--- src/heap_pkg.sv ---
`default_nettype none

package heap_pkg;

   localparam int LEVELS    = 4;
   localparam int PRIO_W    = 16;
   localparam int DATA_W    = 8;
   localparam int CAP_W     = LEVELS;             // counts up to HEAP_SIZE
   localparam int ADDR_W    = LEVELS;             // 1-based node index
   localparam int HEAP_SIZE = 2 ** LEVELS - 1;

   typedef enum logic [1:0] {
      NOP     = 2'd0,
      ENQ     = 2'd1,
      DEQ_MIN = 2'd2
   } heap_op_t;

   // one node of the tree
   typedef struct packed {
      logic              active;
      logic [CAP_W-1:0]  capacity;   // free slots in this subtree, node included
      logic [PRIO_W-1:0] prio;
      logic [DATA_W-1:0] data;
   } heap_entry_t;

   // operation travelling down the levels
   typedef struct packed {
      heap_op_t          op;
      logic [ADDR_W-1:0] pos;
      logic [PRIO_W-1:0] prio;        // entry carried down by an ENQ
      logic [DATA_W-1:0] data;
   } level_token_t;

   typedef struct packed {
      logic              en;
      logic [ADDR_W-1:0] addr;
      heap_entry_t       entry;
   } mem_wr_t;

endpackage

`default_nettype wire

--- src/heap_root.sv ---
`timescale 1ns/1ps
`default_nettype none

module heap_root (
   input  logic                        clk,
   input  logic                        rstn,
   input  heap_pkg::heap_op_t          in_op,
   input  logic [heap_pkg::PRIO_W-1:0] in_prio,
   input  logic [heap_pkg::DATA_W-1:0] in_data,
   output logic                        ready,
   output logic [heap_pkg::PRIO_W-1:0] out_prio,
   output logic [heap_pkg::DATA_W-1:0] out_data,
   output logic                        out_valid,
   output logic [heap_pkg::CAP_W-1:0]  capacity,
   output heap_pkg::level_token_t      root_tok,
   output heap_pkg::heap_entry_t       root_entry,
   input  heap_pkg::mem_wr_t           wr_cur
);
   import heap_pkg::*;

   heap_entry_t root_q;
   heap_entry_t root_next;
   logic        busy_q;
   logic        accept;
   logic        deq_wr;

   assign ready  = ~busy_q;
   assign accept = (in_op != NOP) && ready;
   // a DEQ_MIN on an empty heap leaves the root alone
   assign deq_wr = accept && (in_op == DEQ_MIN) && root_q.active;

   always_comb begin
      root_tok.op   = accept ? in_op : NOP;
      root_tok.pos  = ADDR_W'(1);
      root_tok.prio = in_prio;
      root_tok.data = in_data;
   end

   // level 0 result has priority over the dequeue invalidation
   always_comb begin
      root_next = root_q;
      if (wr_cur.en) begin
         root_next = wr_cur.entry;
      end else if (deq_wr) begin
         root_next.active   = 1'b0;
         root_next.capacity = root_q.capacity + CAP_W'(1);
      end
   end

   always_ff @(posedge clk) begin
      if (!rstn) begin
         busy_q          <= 1'b0;
         root_q.active   <= 1'b0;
         root_q.capacity <= CAP_W'(HEAP_SIZE);
      end else begin
         busy_q <= accept;   // one idle cycle after every op
         root_q <= root_next;
      end
   end

   assign root_entry = root_q;
   assign out_prio   = root_q.prio;
   assign out_data   = root_q.data;
   assign out_valid  = root_q.active;
   assign capacity   = root_q.capacity;

   a_enq_not_full: assert property (@(posedge clk) disable iff (!rstn)
      (accept && in_op == ENQ) |-> (root_q.capacity != '0));

   // level 0 only writes back while ready is low
   a_root_single_wr: assert property (@(posedge clk) disable iff (!rstn)
      !(wr_cur.en && deq_wr));

endmodule

`default_nettype wire

--- src/heap_level.sv ---
`timescale 1ns/1ps
`default_nettype none

module heap_level #(
   parameter int LEVEL = 0
) (
   input  logic                   clk,
   input  logic                   rstn,
   input  heap_pkg::level_token_t tok_in,
   input  heap_pkg::heap_entry_t  cur_entry,
   input  heap_pkg::heap_entry_t  left_entry,
   input  heap_pkg::heap_entry_t  right_entry,
   output heap_pkg::level_token_t tok_out,
   output heap_pkg::mem_wr_t      wr_cur,
   output heap_pkg::mem_wr_t      wr_child
);
   import heap_pkg::*;

   level_token_t      tok_q;
   heap_entry_t       kid_l;
   heap_entry_t       kid_r;
   heap_entry_t       pick;
   logic              take_left;
   logic [ADDR_W-1:0] left_pos;
   logic [ADDR_W-1:0] right_pos;

   always_ff @(posedge clk) begin
      if (!rstn) begin
         tok_q.op <= NOP;
      end else begin
         tok_q <= tok_in;
      end
   end

   assign left_pos  = tok_q.pos << 1;
   assign right_pos = (tok_q.pos << 1) | ADDR_W'(1);

   // nothing hangs below the last level
   assign kid_l = (LEVEL == LEVELS - 1) ? heap_entry_t'('0) : left_entry;
   assign kid_r = (LEVEL == LEVELS - 1) ? heap_entry_t'('0) : right_entry;

   // smaller active child, left on a tie
   assign take_left = kid_l.active && (!kid_r.active || (kid_l.prio <= kid_r.prio));
   assign pick      = take_left ? kid_l : kid_r;

   always_comb begin
      tok_out    = tok_q;
      tok_out.op = NOP;
      tok_out.pos = left_pos;

      wr_cur.en    = 1'b0;
      wr_cur.addr  = tok_q.pos;
      wr_cur.entry = cur_entry;

      wr_child.en    = 1'b0;
      wr_child.addr  = left_pos;
      wr_child.entry = pick;

      case (tok_q.op)
         ENQ: begin
            wr_cur.en             = 1'b1;
            wr_cur.entry.capacity = cur_entry.capacity - CAP_W'(1);
            if (!cur_entry.active) begin
               // free node, the entry settles here
               wr_cur.entry.active = 1'b1;
               wr_cur.entry.prio   = tok_q.prio;
               wr_cur.entry.data   = tok_q.data;
            end else begin
               tok_out.op  = ENQ;
               tok_out.pos = (kid_l.capacity != '0) ? left_pos : right_pos;
               if (tok_q.prio < cur_entry.prio) begin
                  wr_cur.entry.prio = tok_q.prio;     // swap, old entry goes down
                  wr_cur.entry.data = tok_q.data;
                  tok_out.prio      = cur_entry.prio;
                  tok_out.data      = cur_entry.data;
               end
            end
         end

         DEQ_MIN: begin
            // node is a hole here, refill it from below
            if (kid_l.active || kid_r.active) begin
               wr_cur.en           = 1'b1;
               wr_cur.entry.active = 1'b1;
               wr_cur.entry.prio   = pick.prio;
               wr_cur.entry.data   = pick.data;

               wr_child.en             = 1'b1;
               wr_child.addr           = take_left ? left_pos : right_pos;
               wr_child.entry.active   = 1'b0;
               wr_child.entry.capacity = pick.capacity + CAP_W'(1);

               tok_out.op  = DEQ_MIN;
               tok_out.pos = take_left ? left_pos : right_pos;
            end
         end

         default: begin
         end
      endcase

      if (LEVEL == LEVELS - 1) begin
         tok_out.op = NOP;
      end
   end

endmodule

`default_nettype wire

--- src/level_mem.sv ---
`timescale 1ns/1ps
`default_nettype none

module level_mem #(
   parameter int LEVEL = 1
) (
   input  logic                   clk,
   input  logic                   rstn,
   input  heap_pkg::level_token_t tok_self,
   input  heap_pkg::level_token_t tok_parent,
   output heap_pkg::heap_entry_t  cur_entry,
   output heap_pkg::heap_entry_t  left_entry,
   output heap_pkg::heap_entry_t  right_entry,
   input  heap_pkg::mem_wr_t      wr_cur,
   input  heap_pkg::mem_wr_t      wr_child
);
   import heap_pkg::*;

   localparam int ROWS  = 2 ** (LEVEL - 1);            // sibling pairs at this level
   localparam int ROW_W = (LEVEL > 1) ? LEVEL - 1 : 1;

   heap_entry_t      bank [2][ROWS];   // bank 0 even positions, bank 1 odd
   heap_entry_t      rd_q [2];
   heap_entry_t      init_entry;
   mem_wr_t          wr;
   logic             self_act;
   logic             parent_act;
   logic [ROW_W-1:0] rd_row;
   logic [ROW_W-1:0] wr_row;
   logic             rd_odd_q;

   // row of the sibling pair below a given parent index
   function automatic logic [ROW_W-1:0] pair_row(logic [ADDR_W-1:0] parent);
      return ROW_W'(int'(parent) & (ROWS - 1));
   endfunction

   assign init_entry.active   = 1'b0;
   assign init_entry.capacity = CAP_W'(2 ** (LEVELS - LEVEL) - 1);
   assign init_entry.prio     = '0;
   assign init_entry.data     = '0;

   assign self_act   = (tok_self.op != NOP);
   assign parent_act = (tok_parent.op != NOP);

   // own level reads one node, parent level reads the pair below it
   assign rd_row = self_act ? pair_row(tok_self.pos >> 1) : pair_row(tok_parent.pos);

   assign wr     = wr_cur.en ? wr_cur : wr_child;
   assign wr_row = pair_row(wr.addr >> 1);

   always_ff @(posedge clk) begin
      if (!rstn) begin
         for (int b = 0; b < 2; b++) begin
            for (int r = 0; r < ROWS; r++) begin
               bank[b][r] <= init_entry;
            end
         end
      end else if (wr.en) begin
         bank[wr.addr[0]][wr_row] <= wr.entry;
      end
   end

   always_ff @(posedge clk) begin
      for (int b = 0; b < 2; b++) begin
         if (wr.en && (wr.addr[0] == 1'(b)) && (wr_row == rd_row)) begin
            rd_q[b] <= wr.entry;   // write in the same cycle wins
         end else begin
            rd_q[b] <= bank[b][rd_row];
         end
      end
      rd_odd_q <= tok_self.pos[0];
   end

   assign left_entry  = rd_q[0];
   assign right_entry = rd_q[1];
   assign cur_entry   = rd_odd_q ? rd_q[1] : rd_q[0];

   // ops enter two cycles apart so two adjacent levels never read together
   a_one_reader: assert property (@(posedge clk) disable iff (!rstn)
      !(self_act && parent_act));

   a_one_writer: assert property (@(posedge clk) disable iff (!rstn)
      !(wr_cur.en && wr_child.en));

endmodule

`default_nettype wire

--- src/prio_heap.sv ---
`timescale 1ns/1ps
`default_nettype none

module prio_heap (
   input  logic                        clk,
   input  logic                        rstn,
   input  heap_pkg::heap_op_t          in_op,
   input  logic [heap_pkg::PRIO_W-1:0] in_prio,
   input  logic [heap_pkg::DATA_W-1:0] in_data,
   output logic                        ready,
   output logic [heap_pkg::PRIO_W-1:0] out_prio,
   output logic [heap_pkg::DATA_W-1:0] out_data,
   output logic                        out_valid,
   output logic [heap_pkg::CAP_W-1:0]  capacity
);
   import heap_pkg::*;

   level_token_t tok      [LEVELS];     // tok[k] enters level k
   heap_entry_t  cur_e    [LEVELS];     // node under the token at level k
   heap_entry_t  left_e   [LEVELS-1];   // children seen by level k
   heap_entry_t  right_e  [LEVELS-1];
   mem_wr_t      wr_cur_a [LEVELS];
   mem_wr_t      wr_kid_a [LEVELS-1];

   heap_root u_root (
      .clk        (clk),
      .rstn       (rstn),
      .in_op      (in_op),
      .in_prio    (in_prio),
      .in_data    (in_data),
      .ready      (ready),
      .out_prio   (out_prio),
      .out_data   (out_data),
      .out_valid  (out_valid),
      .capacity   (capacity),
      .root_tok   (tok[0]),
      .root_entry (cur_e[0]),
      .wr_cur     (wr_cur_a[0])
   );

   for (genvar g = 0; g < LEVELS; g++) begin : g_level
      if (g < LEVELS - 1) begin : g_inner
         heap_level #(.LEVEL(g)) u_level (
            .clk         (clk),
            .rstn        (rstn),
            .tok_in      (tok[g]),
            .cur_entry   (cur_e[g]),
            .left_entry  (left_e[g]),
            .right_entry (right_e[g]),
            .tok_out     (tok[g+1]),
            .wr_cur      (wr_cur_a[g]),
            .wr_child    (wr_kid_a[g])
         );
      end else begin : g_last
         heap_level #(.LEVEL(g)) u_level (
            .clk         (clk),
            .rstn        (rstn),
            .tok_in      (tok[g]),
            .cur_entry   (cur_e[g]),
            .left_entry  (),
            .right_entry (),
            .tok_out     (),
            .wr_cur      (wr_cur_a[g]),
            .wr_child    ()
         );
      end
   end

   for (genvar k = 1; k < LEVELS; k++) begin : g_mem
      level_mem #(.LEVEL(k)) u_mem (
         .clk         (clk),
         .rstn        (rstn),
         .tok_self    (tok[k]),
         .tok_parent  (tok[k-1]),
         .cur_entry   (cur_e[k]),
         .left_entry  (left_e[k-1]),
         .right_entry (right_e[k-1]),
         .wr_cur      (wr_cur_a[k]),
         .wr_child    (wr_kid_a[k-1])
      );
   end

endmodule

`default_nettype wire

--- config.mk ---
export PLATFORM = sky130hd
export DESIGN_NAME = prio_heap
export DESIGN_NICKNAME = d
export VERILOG_FILES = /design/src/heap_pkg.sv /design/src/heap_root.sv /design/src/heap_level.sv /design/src/level_mem.sv /design/src/prio_heap.sv
export SDC_FILE = /design/constraint.sdc
export NUM_CORES = 1
export LEC_CHECK = 0
export ABC_CLOCK_PERIOD_IN_PS = 5000
export BUFFER_PORTS_ARGS = -buffer_cell sky130_fd_sc_hd__clkbuf_2
export CAP_MARGIN = 20
export CELL_PAD_IN_SITES_DETAIL_PLACEMENT = 1
export CELL_PAD_IN_SITES_GLOBAL_PLACEMENT = 1
export CORE_MARGIN = 3
export CORE_UTILIZATION = 50
export DETAILED_ROUTE_END_ITERATION = 8
export PLACE_DENSITY_LB_ADDON = 0.12
export SLEW_MARGIN = 20
export SYNTH_ARGS = -nofsm -noshare
export SYNTH_HDL_FRONTEND = slang
export SYNTH_SLANG_ARGS = --single-unit
--- constraint.sdc ---
create_clock -name clk -period 5 [get_ports clk]
set_input_delay 0.75 -clock clk [delete_from_list [all_inputs] [get_ports clk]]
set_output_delay 0.75 -clock clk [all_outputs]
set_load 0.03 [all_outputs]
After elaboration in Yosys (flattened, before gate mapping)

Memory sizes are Yosys's and may differ from the RTL's.
Cells that the tools add are included.

Memories kept: 6
Output and inout bits: 30
RAM bits: 580
Flip-flop bits (word level): 149
Logic and storage cells: 253

Equality and inequality tests: 15
Order comparisons: 13
$add $sub $neg: 8
Bitwise logic cells: 14
Multiplexer cells: 132
Reduce and logical (&&, ||, !) cells: 42

Memory list:

| memory              | words | bits a word | read ports | clocked after memory_dff | write ports | line            | source |
|---|---|---|---|---|---|---|---|
| g_mem[3].u_mem.bank | 2     | 116         | 2          | 0                        | 2           | level_mem.sv:22 | `heap_entry_t bank [2][ROWS];` |
| g_mem[2].u_mem.bank | 2     | 58          | 2          | 0                        | 2           | level_mem.sv:22 |  |
| g_mem[1].u_mem.bank | 2     | 29          | 2          | 0                        | 2           | level_mem.sv:22 |  |
| g_mem[1].u_mem.rd_q | 2     | 29          | 2          | 0                        | 2           | level_mem.sv:23 | `heap_entry_t rd_q [2];` |
| g_mem[2].u_mem.rd_q | 2     | 29          | 2          | 0                        | 2           | level_mem.sv:23 |  |
| g_mem[3].u_mem.rd_q | 2     | 29          | 2          | 0                        | 2           | level_mem.sv:23 |  |

Operators with widths:

| operator                                         | count |
|---|---|
| two-way mux 29 bit                               | 28 |
| two-way mux 24 bit                               | 18 |
| two-way mux 116 bit                              | 3 |
| two-way mux 58 bit                               | 3 |
| one-hot mux 24 bit (2 select lines)              | 3 |
| binary-select mux 29 bit (select 2 bit)          | 2 |
| OR reduction 116 bit                             | 1 |
| two-way mux 34 bit                               | 3 |
| less-than comparator 16 bit                      | 4 |
| two-way mux 10 bit                               | 6 |
| demux 29 bit (select 2 bit)                      | 1 |
| OR reduction 58 bit                              | 1 |
| less-or-equal comparator 16 bit                  | 3 |
| two-way mux 1 bit                                | 45 |
| one-hot mux 6 bit (2 select lines)               | 3 |
| demux 29 bit (select 1 bit)                      | 1 |
| OR reduction 29 bit                              | 1 |
| logical AND 1 bit                                | 18 |
| two-way mux 6 bit                                | 3 |
| adder 4 x 1 -> 4 bit, second input constant      | 4 |
| two-way mux 4 bit                                | 4 |
| subtractor 4 x 1 -> 4 bit, second input constant | 4 |
| one-hot mux 1 bit (2 select lines)               | 6 |
| nonzero test 4 bit                               | 3 |
| other kinds (24)                                 | 56 |

Logic depth before layout (Yosys ltp)

Gate-level depths: netlist of run 1.
An unclocked memory read counts as a cell.

Word-level depth: 17
Mapped depth: 15
Mapped depth without buffers: 13

Hierarchy

From an unflattened synthesis of run 1, not the netlist that was laid out.

Cells, all modules: 3473
Area total of the unflattened synthesis: 40403.8 um2

Modules (own cells, without submodules):

| module                                       | times used | area an instance (um2) | cells each | sequential area each (um2) |
|---|---|---|---|---|
| level_mem at g_mem[3].u_mem                  | 1          | 12408.2                | 786        | 8147.8 |
| level_mem at g_mem[2].u_mem                  | 1          | 8209.1                 | 617        | 4664.5 |
| heap_level at g_level[0].g_inner.u_level ... | 2          | 3502.1                 | 396        | 880.8 |
| level_mem at g_mem[1].u_mem                  | 1          | 5577.8                 | 583        | 2922.8 |
| heap_level at g_level[2].g_inner.u_level     | 1          | 3380.7                 | 377        | 880.8 |
| heap_level at g_level[3].g_last.u_level      | 1          | 2317.2                 | 199        | 880.8 |
| heap_root                                    | 1          | 1506.4                 | 119        | 840.8 |

Worst setup path after synthesis of run 1

No wires, ideal clock.

Path kind: reg2reg
Start: mem g_mem[3].u_mem.rd_q[1][9] (netlist name)
End: mem g_mem[3].u_mem.bank[1][29] (netlist name) (enable)
Cell stages (with the launch flop): 9
Required time: 4545 ps
Slack: 470 ps
Setup time: 455 ps
Clock period less this slack: 4530 ps
Path buffers: 0
Arrival: 4075 ps
Cells stage by stage: dfxtp_1 > inv_1 > ha_1 > nor2b_1 > o211ai_1 > a2111o_1 > a32oi_2 > a22oi_1 > o21ai_0

RTL lines:

| what        | line |
|---|---|
| from (decl) | level_mem.sv:23 |
| to (decl)   | level_mem.sv:22 |

==> results of run 1 <==
## worst paths after layout
kind                                                         end  slack (ns)  depth (start not counted)
setup / recovery        g_mem[2].u_mem.bank[1][38]$_SDFFCE_PN0P_        0.36                         12
hold / removal    g_level[0].g_inner.u_level.tok_q[15]$_DFFE_PP_        0.30                          1
setup reg to reg        g_mem[2].u_mem.bank[1][38]$_SDFFCE_PN0P_        0.36                         12
hold reg to reg                g_mem[1].u_mem.rd_q[0][7]$_DFF_P_        0.43                          2
## Yosys cell counts, types with 11 or more instances
master      n
a21o_1     35
clkbuf_1  137
o21ai_0   114
dfxtp_1   191
nand4_1    47
nand2_1   222
nand3_1    33
inv_1      86
mux2i_1   183
a211oi_1   22
o31ai_1    66
xor2_1     12
a31oi_1    24
nor2_1    422
buf_2      32
nand2b_1   28
ha_1      122
a22o_1     15
and2_1     29
nor3_1     54
o21ai_1    15
mux2_2    146
nor2b_1    11
and3_1     22
or2_2      12
mux4_2     58
xnor2_1    12
a21oi_1   214
edfxtp_1  532
## cell usage in the layout (no fill, tap or decap), types with 65 or more instances in the layout
cell type	instances
nand2_1	222
clkbuf_16	88
mux2i_1	182
a21oi_1	214
o21ai_0	111
buf_4	84
o31ai_1	65
inv_1	86
ha_1	120
mux2_2	146
edfxtp_1	532
nor2_1	420
dfxtp_1	190
## metal layers
metal  up-vias  global-route usage (%)
met5         -                       0
met4         4                    9.87
met3       202                    3.34
met2       773                    51.8
met1     13300                    38.1
li1      11500                       -
## cells by family after synthesis
| family | synth area share [%] |
|---|---|
| AND/OR/NAND/NOR | 11.5 |
| flip-flops | 55.4 |
| AO/OA/AOI/OAI | 11.0 |
| multiplexers | 13.9 |
| buffers and inverters | 3.21 |
| adder cells (fa/ha/maj) | 4.33 |
| XOR/XNOR | 0.588 |
## metrics by stage
stage / instance area (µm²) / hold WS [ns] / std cells / power (mW)
2_1_floorplan: 35700 / 0.418 / 3080 / 7.78
6_report: 40100 / 0.298 / 4133 / 14.4
3_3_place_gp: 37300 / 0.423 / 3980 / 8.22
3_5_place_dp: 37300 / 0.428 / 3980 / 8.31
5_1_grt: 40100 / 0.278 / 4133 / 14.8
4_1_cts: 40100 / 0.271 / 4133 / 14.4
## registers in the layout, summed over array words and instances, names as in the netlist
signal,cells
g_level.g_inner.u_level.wr_cur,3
u_root.out_prio,16
g_mem.u_mem.rd_odd_q,3
g_mem.u_mem.rd_q,174
g_mem.u_mem.bank,406
g_level.g_last.u_level.wr_cur,3
u_root.out_valid,1
u_root.out_data,8
g_level.g_last.u_level.tok_q,26
u_root.capacity,4
u_root.busy_q,1
g_level.g_inner.u_level.tok_q,78
## critical path: cells and delay by family (launching register included)
| family | cells | cell delay (ns) |
|---|---|---|
| buffers and inverters | 2 | 0.58 |
| AO/OA/AOI/OAI | 5 | 1.19 |
| flip-flops | 1 | 0.87 |
| adder cells (fa/ha/maj) | 1 | 0.35 |
| AND/OR/NAND/NOR | 3 | 0.80 |
| multiplexers | 1 | 0.51 |
## power groups by stage
stage                     clock (mW)  combinational, mW  sequential (mW)
after floorplan                    0              0.855             6.92
after global placement             0               1.25             6.97
after detailed placement           0               1.31             6.99
after CTS                       6.24               1.32             6.87
after global routing            6.51               1.45             6.90
final                           6.16               1.33             6.87
## cell type report
type	count	area (µm²)
sequential	723	19800
clock inverter	36	358
fill	7203	30300
multi-input combinational	2080	14900
timing repair buffer	151	1120
clock buffer	117	2390
inverter	86	323
tap	940	1180
==> results by group, run 1 <==
Status
  • Result of the run: complete, no violations

Pwr
  • P per Cell Area: 358 mW/mm²
  • Peak ir drop on the vdd network: 0.244 mV
  • Internal Power: 10.9 mW
  • Power share of the sequential group: roughly 48%
  • Switching share of total power: 24.4%
  • Relative contribution of combinational cells to total power: 9.2%
  • Leakage dissipation: 15.1 nW
  • Clock network power share: 42.9%
  • Net load switching power: 3.51 mW

Yosys
  • Share of the synthesized area in the top cell type: approximately 45%
  • Netlist Area Pre-Place: about 0.036 mm²
  • Number of enable flip-flop cells after synthesis: 532
  • Async set-or-reset flop fraction in the synthesized netlist: 0%
  • Library cell occupying the most area in the post-synthesis netlist: edfxtp_1
  • Synthesized area per cell: approximately 12 µm²
  • Synthesized instance count: 3080
  • Sequential-to-total area share from yosys stat: 55.4%
  • Primary FF master, synth: edfxtp_1
  • Synth unique cells: 81
  • Net Count, Synth: ~3.2k
  • Largest cells by area after synthesis: edfxtp_1 (45%), dfxtp_1 (11%), mux2i_1 (5.1%)
  • Flip-flop and latch count after synthesis: approximately 720
  • Yosys warning total: 0

STA
  • Final Max Slew Viols: 0
  • Worst-case setup margin in the final layout: roughly 0.36 ns
  • Final Skew: 0.0178 ns
  • Relative max-transition margin: 30.7%
  • Slew of the pin with the lowest slew margin: just over 1 ns
  • Shortest period the worst path allows: between 4 and 5 ns
  • Count of endpoints failing hold in the final timing report: 0
  • Number of setup violations in the final report: 0
  • Part of the cycle the worst path needs: ~93%
  • Fmax: about 220 MHz
  • TNS Setup: 0 ns
  • RSZ-0062 raised after global routing: false

Floorplanning
  • Vert. Die Dim: 273 µm
  • Initial core utilization: between 50% and 60%
  • Site row count: 97
  • Number of top-level pins: 58
  • Floorplan die width: 273 µm
  • Total die area: approximately 0.075 mm²
  • Core box area: about 0.07 mm²

Placed design
  • Port Buf Inserts: 57
  • RePlAce Congestion: 0.900
  • Detailed placement HPWL: approximately 75000 µm
  • Setup Slack @ Placement: 0.454 ns

Routing
  • Number of vias after detailed routing: around 26k
  • Initial DRT Pass Iterations: 5
  • Metal-1 WL: 45400 µm
  • Met2 layer wire length in the routed design: 55400 µm
  • Average wire per cell in the routed design: 26.6 µm
  • Post-route antenna net violation count: 0
  • Wire length reported by the detailed router: 110000 µm
  • Top sig layer: met5
  • Routed wire length on met3: 5800 µm
  • Number of remaining DRC errors: 0
  • Initial detailed-routing violation count: between 2k and 2.5k
  • Detailed-route vias per instance: 6.25

Clocking
  • CTS Hold Bufs: 0
  • CTS tree: done
  • Level count of the clock H-tree: 3
  • Clk Latency, worst-skew pair: 0.63 ns
  • Longest Clk Path Bufs: 3
  • Clock buffers created by TritonCTS: 83
  • Number of setup buffers added after CTS: 0
  • Number of clock sinks: 723
  • CTS Root Cell: clkbuf_16
  • Clock-pin slew of the registers on the worst-case setup and hold paths: approximately 0.06 ns
  • Cells resized by post-CTS repair: 0

Cells and area
  • Final Util: 56.9%
  • Diodes inserted: 0
  • Number of nets in the layout: 3276
  • Layout Area Growth over Synthesis: 12.2%
  • Share of cells above drive strength 1: ~17%

Worst setup path
  • Worst Setup End Kind: flip-flop
  • Worst-path fanout max: 22
  • Data required time of the critical path: 5.33 ns
  • CP arrival: approximately 5.0 ns
  • Crit-path cells: mux2i_1 -> ha_1 -> a21oi_1 -> o21a_1 -> o211ai_1 -> nand2_1 -> buf_4 -> and2_1 -> buf_4 -> o21ai_0 -> o21ai_0 -> nor2_1
  • Startpoint type of the worst setup path: flip-flop
  • Critical path launch point: g_mem[2].u_mem.rd_odd_q$_DFF_P_
  • Category of the most critical setup path: flip-flop to flip-flop
  • Worst R2R Start: g_mem[2].u_mem.rd_odd_q$_DFF_P_
  • Critical-path top delay cell: dfxtp_2
  • Largest stage delay on the critical path: ~0.87 ns

Global routing
  • Via count of the first global-routing pass: 27.7k
  • Gr usage total: 29.5%
  • Total congestion overflow after global routing: 0
  • Global-route wire length before repair: 169000 µm
  • Number of antenna violations at the first check in global routing: 3
  • Pin count of the biggest net entering global routing: 64

Worst hold path
  • Kind of path behind the tightest hold check: primary input to flip-flop
  • Hold Path Origin: in_prio[7]

Job
  • # Max-Cap Violations: 0
No activity file was read; power rests on OpenSTA's default activity.
==> run 2, diff against run 1 <==
--- a/config.mk
+++ b/config.mk
@@ -11,7 +11,7 @@
 export CELL_PAD_IN_SITES_DETAIL_PLACEMENT = 1
 export CELL_PAD_IN_SITES_GLOBAL_PLACEMENT = 1
 export CORE_MARGIN = 3
-export CORE_UTILIZATION = 50
+export CORE_UTILIZATION = 35
 export DETAILED_ROUTE_END_ITERATION = 8
 export PLACE_DENSITY_LB_ADDON = 0.12
 export SLEW_MARGIN = 20
==> run 2 against run 1 <==
Sequential cell count did not move. Wire length up 3.3%. Total power down 0.27%. Sequential power about the same.
==> results by group, run 2 (synthesized netlist as in run 1, its figures left out) <==
Status
  • Result of the run: complete, no violations

Placed design
  • Detailed placement HPWL: 78800 µm
  • Port Buf Inserts: 57
  • Cell area reported after detailed placement: around 0.038 mm²
  • RePlAce Congestion: 0.816
  • Cell Count Post-Placement: roughly 4.4k
  • Setup Slack @ Placement: 0.728 ns

Routing
  • Number of remaining DRC errors: 0
  • Top sig layer: met4
  • Initial detailed-routing violation count: 1496
  • Average wire per cell in the routed design: approximately 25 µm
  • Met2 layer wire length in the routed design: 56100 µm
  • Number of vias after detailed routing: ~25k
  • Routed wire length on met3: 2970 µm
  • Detailed-route vias per instance: 5.49
  • Initial DRT Pass Iterations: 5
  • Wire length reported by the detailed router: 114000 µm
  • Metal-1 WL: 51700 µm
  • Post-route antenna net violation count: 0

Worst setup path
  • Startpoint type of the worst setup path: flip-flop
  • Category of the most critical setup path: flip-flop to flip-flop
  • Critical-path top delay cell: dfxtp_2
  • Data required time of the critical path: 5.40 ns
  • Family of cells with the greatest summed delay on the critical path: compound AO/OA/AOI/OAI gates
  • Worst-path fanout max: 18
  • Crit-path cells: mux2i_1 -> ha_1 -> a21oi_1 -> o21a_1 -> o211ai_1 -> nand2_1 -> buf_4 -> and2_1 -> o21ai_0 -> o21ai_0 -> nor2_1
  • Worst Setup End Kind: flip-flop
  • Largest stage delay on the critical path: 0.70 ns
  • Crit path top cell by count: o21ai_0
  • Critical path buffers and inverters: 1
  • CP arrival: 4.63 ns

Clocking
  • Cells resized by post-CTS repair: 0
  • Level count of the clock H-tree: 3
  • CTS tree: done
  • Longest Clk Path Bufs: 3
  • Clock-pin slew of the registers on the worst-case setup and hold paths: about 0.060 ns
  • Clock buffers created by TritonCTS: between 80 and 90
  • CTS Root Cell: clkbuf_16
  • CTS Hold Bufs: 0
  • Clk Latency, worst-skew pair: 0.67 ns
  • Number of clock sinks: 723
  • Number of setup buffers added after CTS: 0

Cells and area
  • Final Util: 40.3%
  • Number of nets in the layout: 3283
  • Top library cells by usage in the layout, fill and taps aside: edfxtp_1 (532), nor2_1 (420), nand2_1 (222)
  • Count of placed standard cells in the final layout, fillers left out: roughly 4.6k
  • Layout Area Growth over Synthesis: 13.8%
  • Final non-filler cell area: 0.0406 mm²
  • Share of cells above drive strength 1: 17.2%
  • Biggest register: g_mem.u_mem.bank
  • Flip-flop count of the largest register, all copies and words added: 406
  • Diodes inserted: 0
  • Leading cell type in the layout, fill and taps excluded: edfxtp_1
  • Number of fill cells: around 11k
  • Registers with the highest flip-flop counts: g_mem.u_mem.bank (406), g_mem.u_mem.rd_q (174), g_level.g_inner.u_level.tok_q (78)

Job
  • # Max-Cap Violations: 0

Global routing
  • Total congestion overflow after global routing: 0
  • Pin count of the biggest net entering global routing: 59
  • Via count of the first global-routing pass: approximately 27k
  • Number of antenna violations at the first check in global routing: 2
  • Global-route wire length before repair: 174000 µm
  • Gr usage total: 21.4%

Floorplanning
  • Vert. Die Dim: roughly 330 µm
  • Core box area: 0.101 mm²
  • Site row count: 116
  • Number of top-level pins: between 50 and 60
  • Floorplan die width: approximately 330 µm
  • Total die area: 0.106 mm²
  • Initial core utilization: 35.5%

STA
  • Final Skew: between 0.03 and 0.04 ns
  • Count of endpoints failing hold in the final timing report: 0
  • Part of the cycle the worst path needs: 84.6%
  • Shortest period the worst path allows: 4.23 ns
  • Fmax: 236 MHz
  • Worst-case setup margin in the final layout: 0.769 ns
  • TNS Setup: 0 ns
  • Number of setup violations in the final report: 0
  • Final Max Slew Viols: 0
  • Slew of the pin with the lowest slew margin: 0.994 ns
  • RSZ-0062 raised after global routing: false
  • Hold Worst Slack: 0.265 ns
  • Relative max-transition margin: 33.5%

Pwr
  • Leakage dissipation: 15.1 nW
  • P per Cell Area: around 350 mW/mm²
  • Peak ir drop on the vdd network: approximately 0.26 mV
  • Total power after layout: 14.3 mW

Worst hold path
  • Kind of path behind the tightest hold check: primary input to flip-flop
[run 2: layer usage]
metal	vias to the layer above	global-route usage, %
met4	0	5.95
met1	13000	28.6
li1	11500	-
met3	152	2.21
met2	387	37.0
met5	-	0
[run 2: worst reg2reg max path, cell delays in order, from the launching register on]
cell,delay [ns]
dfxtp_2,0.70
mux2i_1,0.54
ha_1,0.35
a21oi_1,0.13
o21a_1,0.19
o211ai_1,0.12
nand2_1,0.09
buf_4,0.24
and2_1,0.65
o21ai_0,0.26
o21ai_0,0.57
nor2_1,0.12
[run 2: final cells by class]
type	count	area [µm²]	area share [%]
clock buffers	121	2360	5.82
clock inverters	41	373	0.917
inverters	86	323	0.794
multi-input cells	2080	14900	36.7
flip-flops and latches	723	19800	48.7
well taps	1357	1700	4.18
repair buffers	155	1170	2.88
[run 2: final timing paths]
path / start / cells past startpoint / slack (ns) / end
min: in_prio[0] / 1 / 0.26 / g_level[0].g_inner.u_level.tok_q[8]$_DFFE_PP_
min reg2reg: g_mem[1].u_mem.bank[1][20]$_SDFFCE_PN0P_ / 2 / 0.45 / g_mem[1].u_mem.rd_q[1][20]$_DFF_P_
max: g_mem[2].u_mem.rd_odd_q$_DFF_P_ / 11 / 0.77 / g_mem[2].u_mem.bank[0][39]$_SDFFCE_PN0P_
max reg2reg: g_mem[2].u_mem.rd_odd_q$_DFF_P_ / 11 / 0.77 / g_mem[2].u_mem.bank[0][39]$_SDFFCE_PN0P_
[run 2: power by group]
part	switching (mW)	internal, mW	leakage (nW)
clock	2.60	3.53	1.33
combinational	0.847	0.469	6.84
sequential	0.178	6.70	6.93
total	3.63	10.7	15.1
==> run 3, diff against run 2 <==
--- a/config.mk
+++ b/config.mk
@@ -5,7 +5,7 @@
 export SDC_FILE = /design/constraint.sdc
 export NUM_CORES = 1
 export LEC_CHECK = 0
-export ABC_CLOCK_PERIOD_IN_PS = 5000
+export ABC_CLOCK_PERIOD_IN_PS = 3970
 export BUFFER_PORTS_ARGS = -buffer_cell sky130_fd_sc_hd__clkbuf_2
 export CAP_MARGIN = 20
 export CELL_PAD_IN_SITES_DETAIL_PLACEMENT = 1
==> constraint.sdc (replaced) <==
create_clock -name clk -period 3.97 [get_ports clk]
set_input_delay 0.5955 -clock clk [delete_from_list [all_inputs] [get_ports clk]]
set_output_delay 0.5955 -clock clk [all_outputs]
set_load 0.03 [all_outputs]
==> run 3 against run 2 <==
Clock power increased by 35%. Sequential power increased by 26%. Critical path depth decreased by 1. Combinational power increased by 33%. Non-clock buffer count increased by 86. Total power increased by 31%. Wire length increased by 0.85%. Worst setup slack got worse by 0.66 ns. Global-route usage decreased by 0.079 points. Register-to-register slack got worse by 0.66 ns. Critical path type unchanged. Largest cell class unchanged.
==> results by group, run 3 (synthesized netlist as in run 1, its figures left out) <==
Clocking
  • Clock-pin slew of the registers on the worst-case setup and hold paths: approximately 0.06 ns
  • Level count of the clock H-tree: 3
  • Longest Clk Path Bufs: 3
  • CTS tree: done
  • CTS Root Cell: clkbuf_16
  • Clk Latency, worst-skew pair: 0.67 ns
  • Number of clock sinks: 723
  • Clock buffers created by TritonCTS: 85

Routing
  • Average wire per cell in the routed design: about 25 µm
  • Number of vias after detailed routing: 25.4k
  • Post-route antenna net violation count: 0
  • Initial DRT Pass Iterations: 5
  • Number of remaining DRC errors: 0
  • Wire length reported by the detailed router: 115000 µm
  • Detailed-route vias per instance: 5.47
  • Initial detailed-routing violation count: 1416

STA
  • Part of the cycle the worst path needs: 97.2%
  • Count of endpoints failing hold in the final timing report: 0
  • Final Max Slew Viols: 0
  • Fmax: 259 MHz
  • Shortest period the worst path allows: 3.86 ns
  • Relative max-transition margin: approximately a third
  • Final Skew: about 0.026 ns
  • Number of setup violations in the final report: 0
  • RSZ-0062 raised after global routing: false
  • Slew of the pin with the lowest slew margin: 0.985 ns

Placed design
  • Cell area reported after detailed placement: 0.0386 mm²
  • Port Buf Inserts: 57
  • RePlAce Congestion: approximately 0.84
  • Detailed placement HPWL: 80500 µm
  • Cell Count Post-Placement: about 4.5k

Global routing
  • Total congestion overflow after global routing: 0
  • Number of antenna violations at the first check in global routing: 3
  • Global-route wire length before repair: 172000 µm
  • Pin count of the biggest net entering global routing: a little under 60
  • Gr usage total: 21.3%
  • Via count of the first global-routing pass: 27.2k

Cells and area
  • Top library cells by usage in the layout, fill and taps aside: edfxtp_1 (532), nor2_1 (421), nand2_1 (221)
  • Flip-flop count of the largest register, all copies and words added: approximately 410
  • Biggest register: g_mem.u_mem.bank
  • Number of nets in the layout: between 3k and 4k
  • Share of cells above drive strength 1: 19.7%
  • Diodes inserted: 0
  • Count of placed standard cells in the final layout, fillers left out: 4647
  • Layout Area Growth over Synthesis: 16.5%
  • Leading cell type in the layout, fill and taps excluded: edfxtp_1
  • Registers with the highest flip-flop counts: g_mem.u_mem.bank (406), g_mem.u_mem.rd_q (174), g_level.g_inner.u_level.tok_q (78)
  • Final non-filler cell area: 0.0416 mm²

Worst setup path
  • Worst Setup End Kind: flip-flop
  • Crit-path cells: inv_1 -> ha_1 -> nand4_1 -> a211oi_1 -> o31ai_1 -> o31ai_4 -> mux2i_4 -> buf_12 -> nor2_1 -> a21oi_1
  • Largest stage delay on the critical path: 0.67 ns
  • Worst-path fanout max: 36
  • Startpoint type of the worst setup path: flip-flop
  • Data required time of the critical path: 4.52 ns
  • Critical-path top delay cell: o31ai_4
  • CP arrival: 4.41 ns
  • Category of the most critical setup path: flip-flop to flip-flop

Floorplanning
  • Core box area: 0.101 mm²
  • Vert. Die Dim: ~330 µm
  • Floorplan die width: 325 µm
  • Initial core utilization: between 30% and 40%
  • Site row count: 116
  • Number of top-level pins: 58
  • Total die area: 0.106 mm²

Status
  • Result of the run: complete, no violations

Worst hold path
  • Kind of path behind the tightest hold check: primary input to flip-flop

Pwr
  • Leakage dissipation: between 15 and 20 nW
  • P per Cell Area: 449 mW/mm²
  • Peak ir drop on the vdd network: slightly below 0.3 mV

Job
  • # Max-Cap Violations: 0
## run 3: changes by cell type in the layout (fill, tap and decap cells not counted), moves of 5 or more
cell,before,now
buf_4,86,167
bufinv_16,4,13
clkbuf_1,28,16
clkinv_2,16,11
buf_12,11,16
## run 3: critical path: cells and delay by family (launching register included)
family | cells | cell delay (ns)
mux | 1 | 0.60
fa+ha+maj | 1 | 0.32
compound gates | 4 | 1.80
flops | 1 | 0.36
simple gates | 2 | 0.32
buf+inv | 2 | 0.31
## run 3: layout make-up
cell class | count | area, µm²
Clock buffer | 107 | 2280
Clock inverter | 52 | 671
Fill cell | 10800 | 59100
Inverter | 86 | 323
Multi-Input combinational cell | 2081 | 14900
Sequential cell | 723 | 19800
Tap cell | 1357 | 1700
Timing Repair Buffer | 241 | 1890
## run 3: per-layer routing
metal	track usage (%)	share of wire, %	wire, µm
met5	0	0	0
met2	37.6	50	57300
met4	5.46	2.1	2380
met3	2.40	3.3	3810
met1	27.9	45	51000
## run 3: worst paths after layout
check	from	end	slack, ns	depth (start not counted)
min	in_prio[13]	g_level[0].g_inner.u_level.tok_q[21]$_DFFE_PP_	0.10	1
min reg2reg	g_mem[1].u_mem.bank[0][17]$_SDFFCE_PN0P_	g_mem[1].u_mem.rd_q[0][17]$_DFF_P_	0.43	2
max reg2reg	g_mem[1].u_mem.rd_q[1][23]$_DFF_P_	g_mem[2].u_mem.rd_q[0][12]$_DFF_P_	0.11	10
max	g_mem[1].u_mem.rd_q[1][23]$_DFF_P_	g_mem[2].u_mem.rd_q[0][12]$_DFF_P_	0.11	10
## run 3: per-stage QoR
stage                     setup WS [ns]  utilization, %  TNS, ns  hold WS (ns)  total power [mW]
after floorplan                  -0.560               -   -32.49         0.418              9.80
after global placement          -0.0672            38.3   -0.121         0.423              10.5
after detailed placement         0.0391            38.3        0         0.428              10.6
after CTS                        0.0125            41.2        0        0.0375              19.0
after global routing            0.00735            41.3        0        0.0610              19.4
final                             0.112            41.3        0         0.101              18.7
## run 3: timing repair
action / CTS / global route
setup buffers: 0 / 0
hold buffers: 0 / 0
gates resized for setup: 0 / 7
setup endpoints to repair: 0 / 46
## run 3: where the power goes
part	leakage [nW]	internal (mW)	switching [mW]
logic	7.29	0.660	1.10
registers	6.93	8.43	0.216
clock network	1.43	4.96	3.32
total	15.7	14.1	4.64
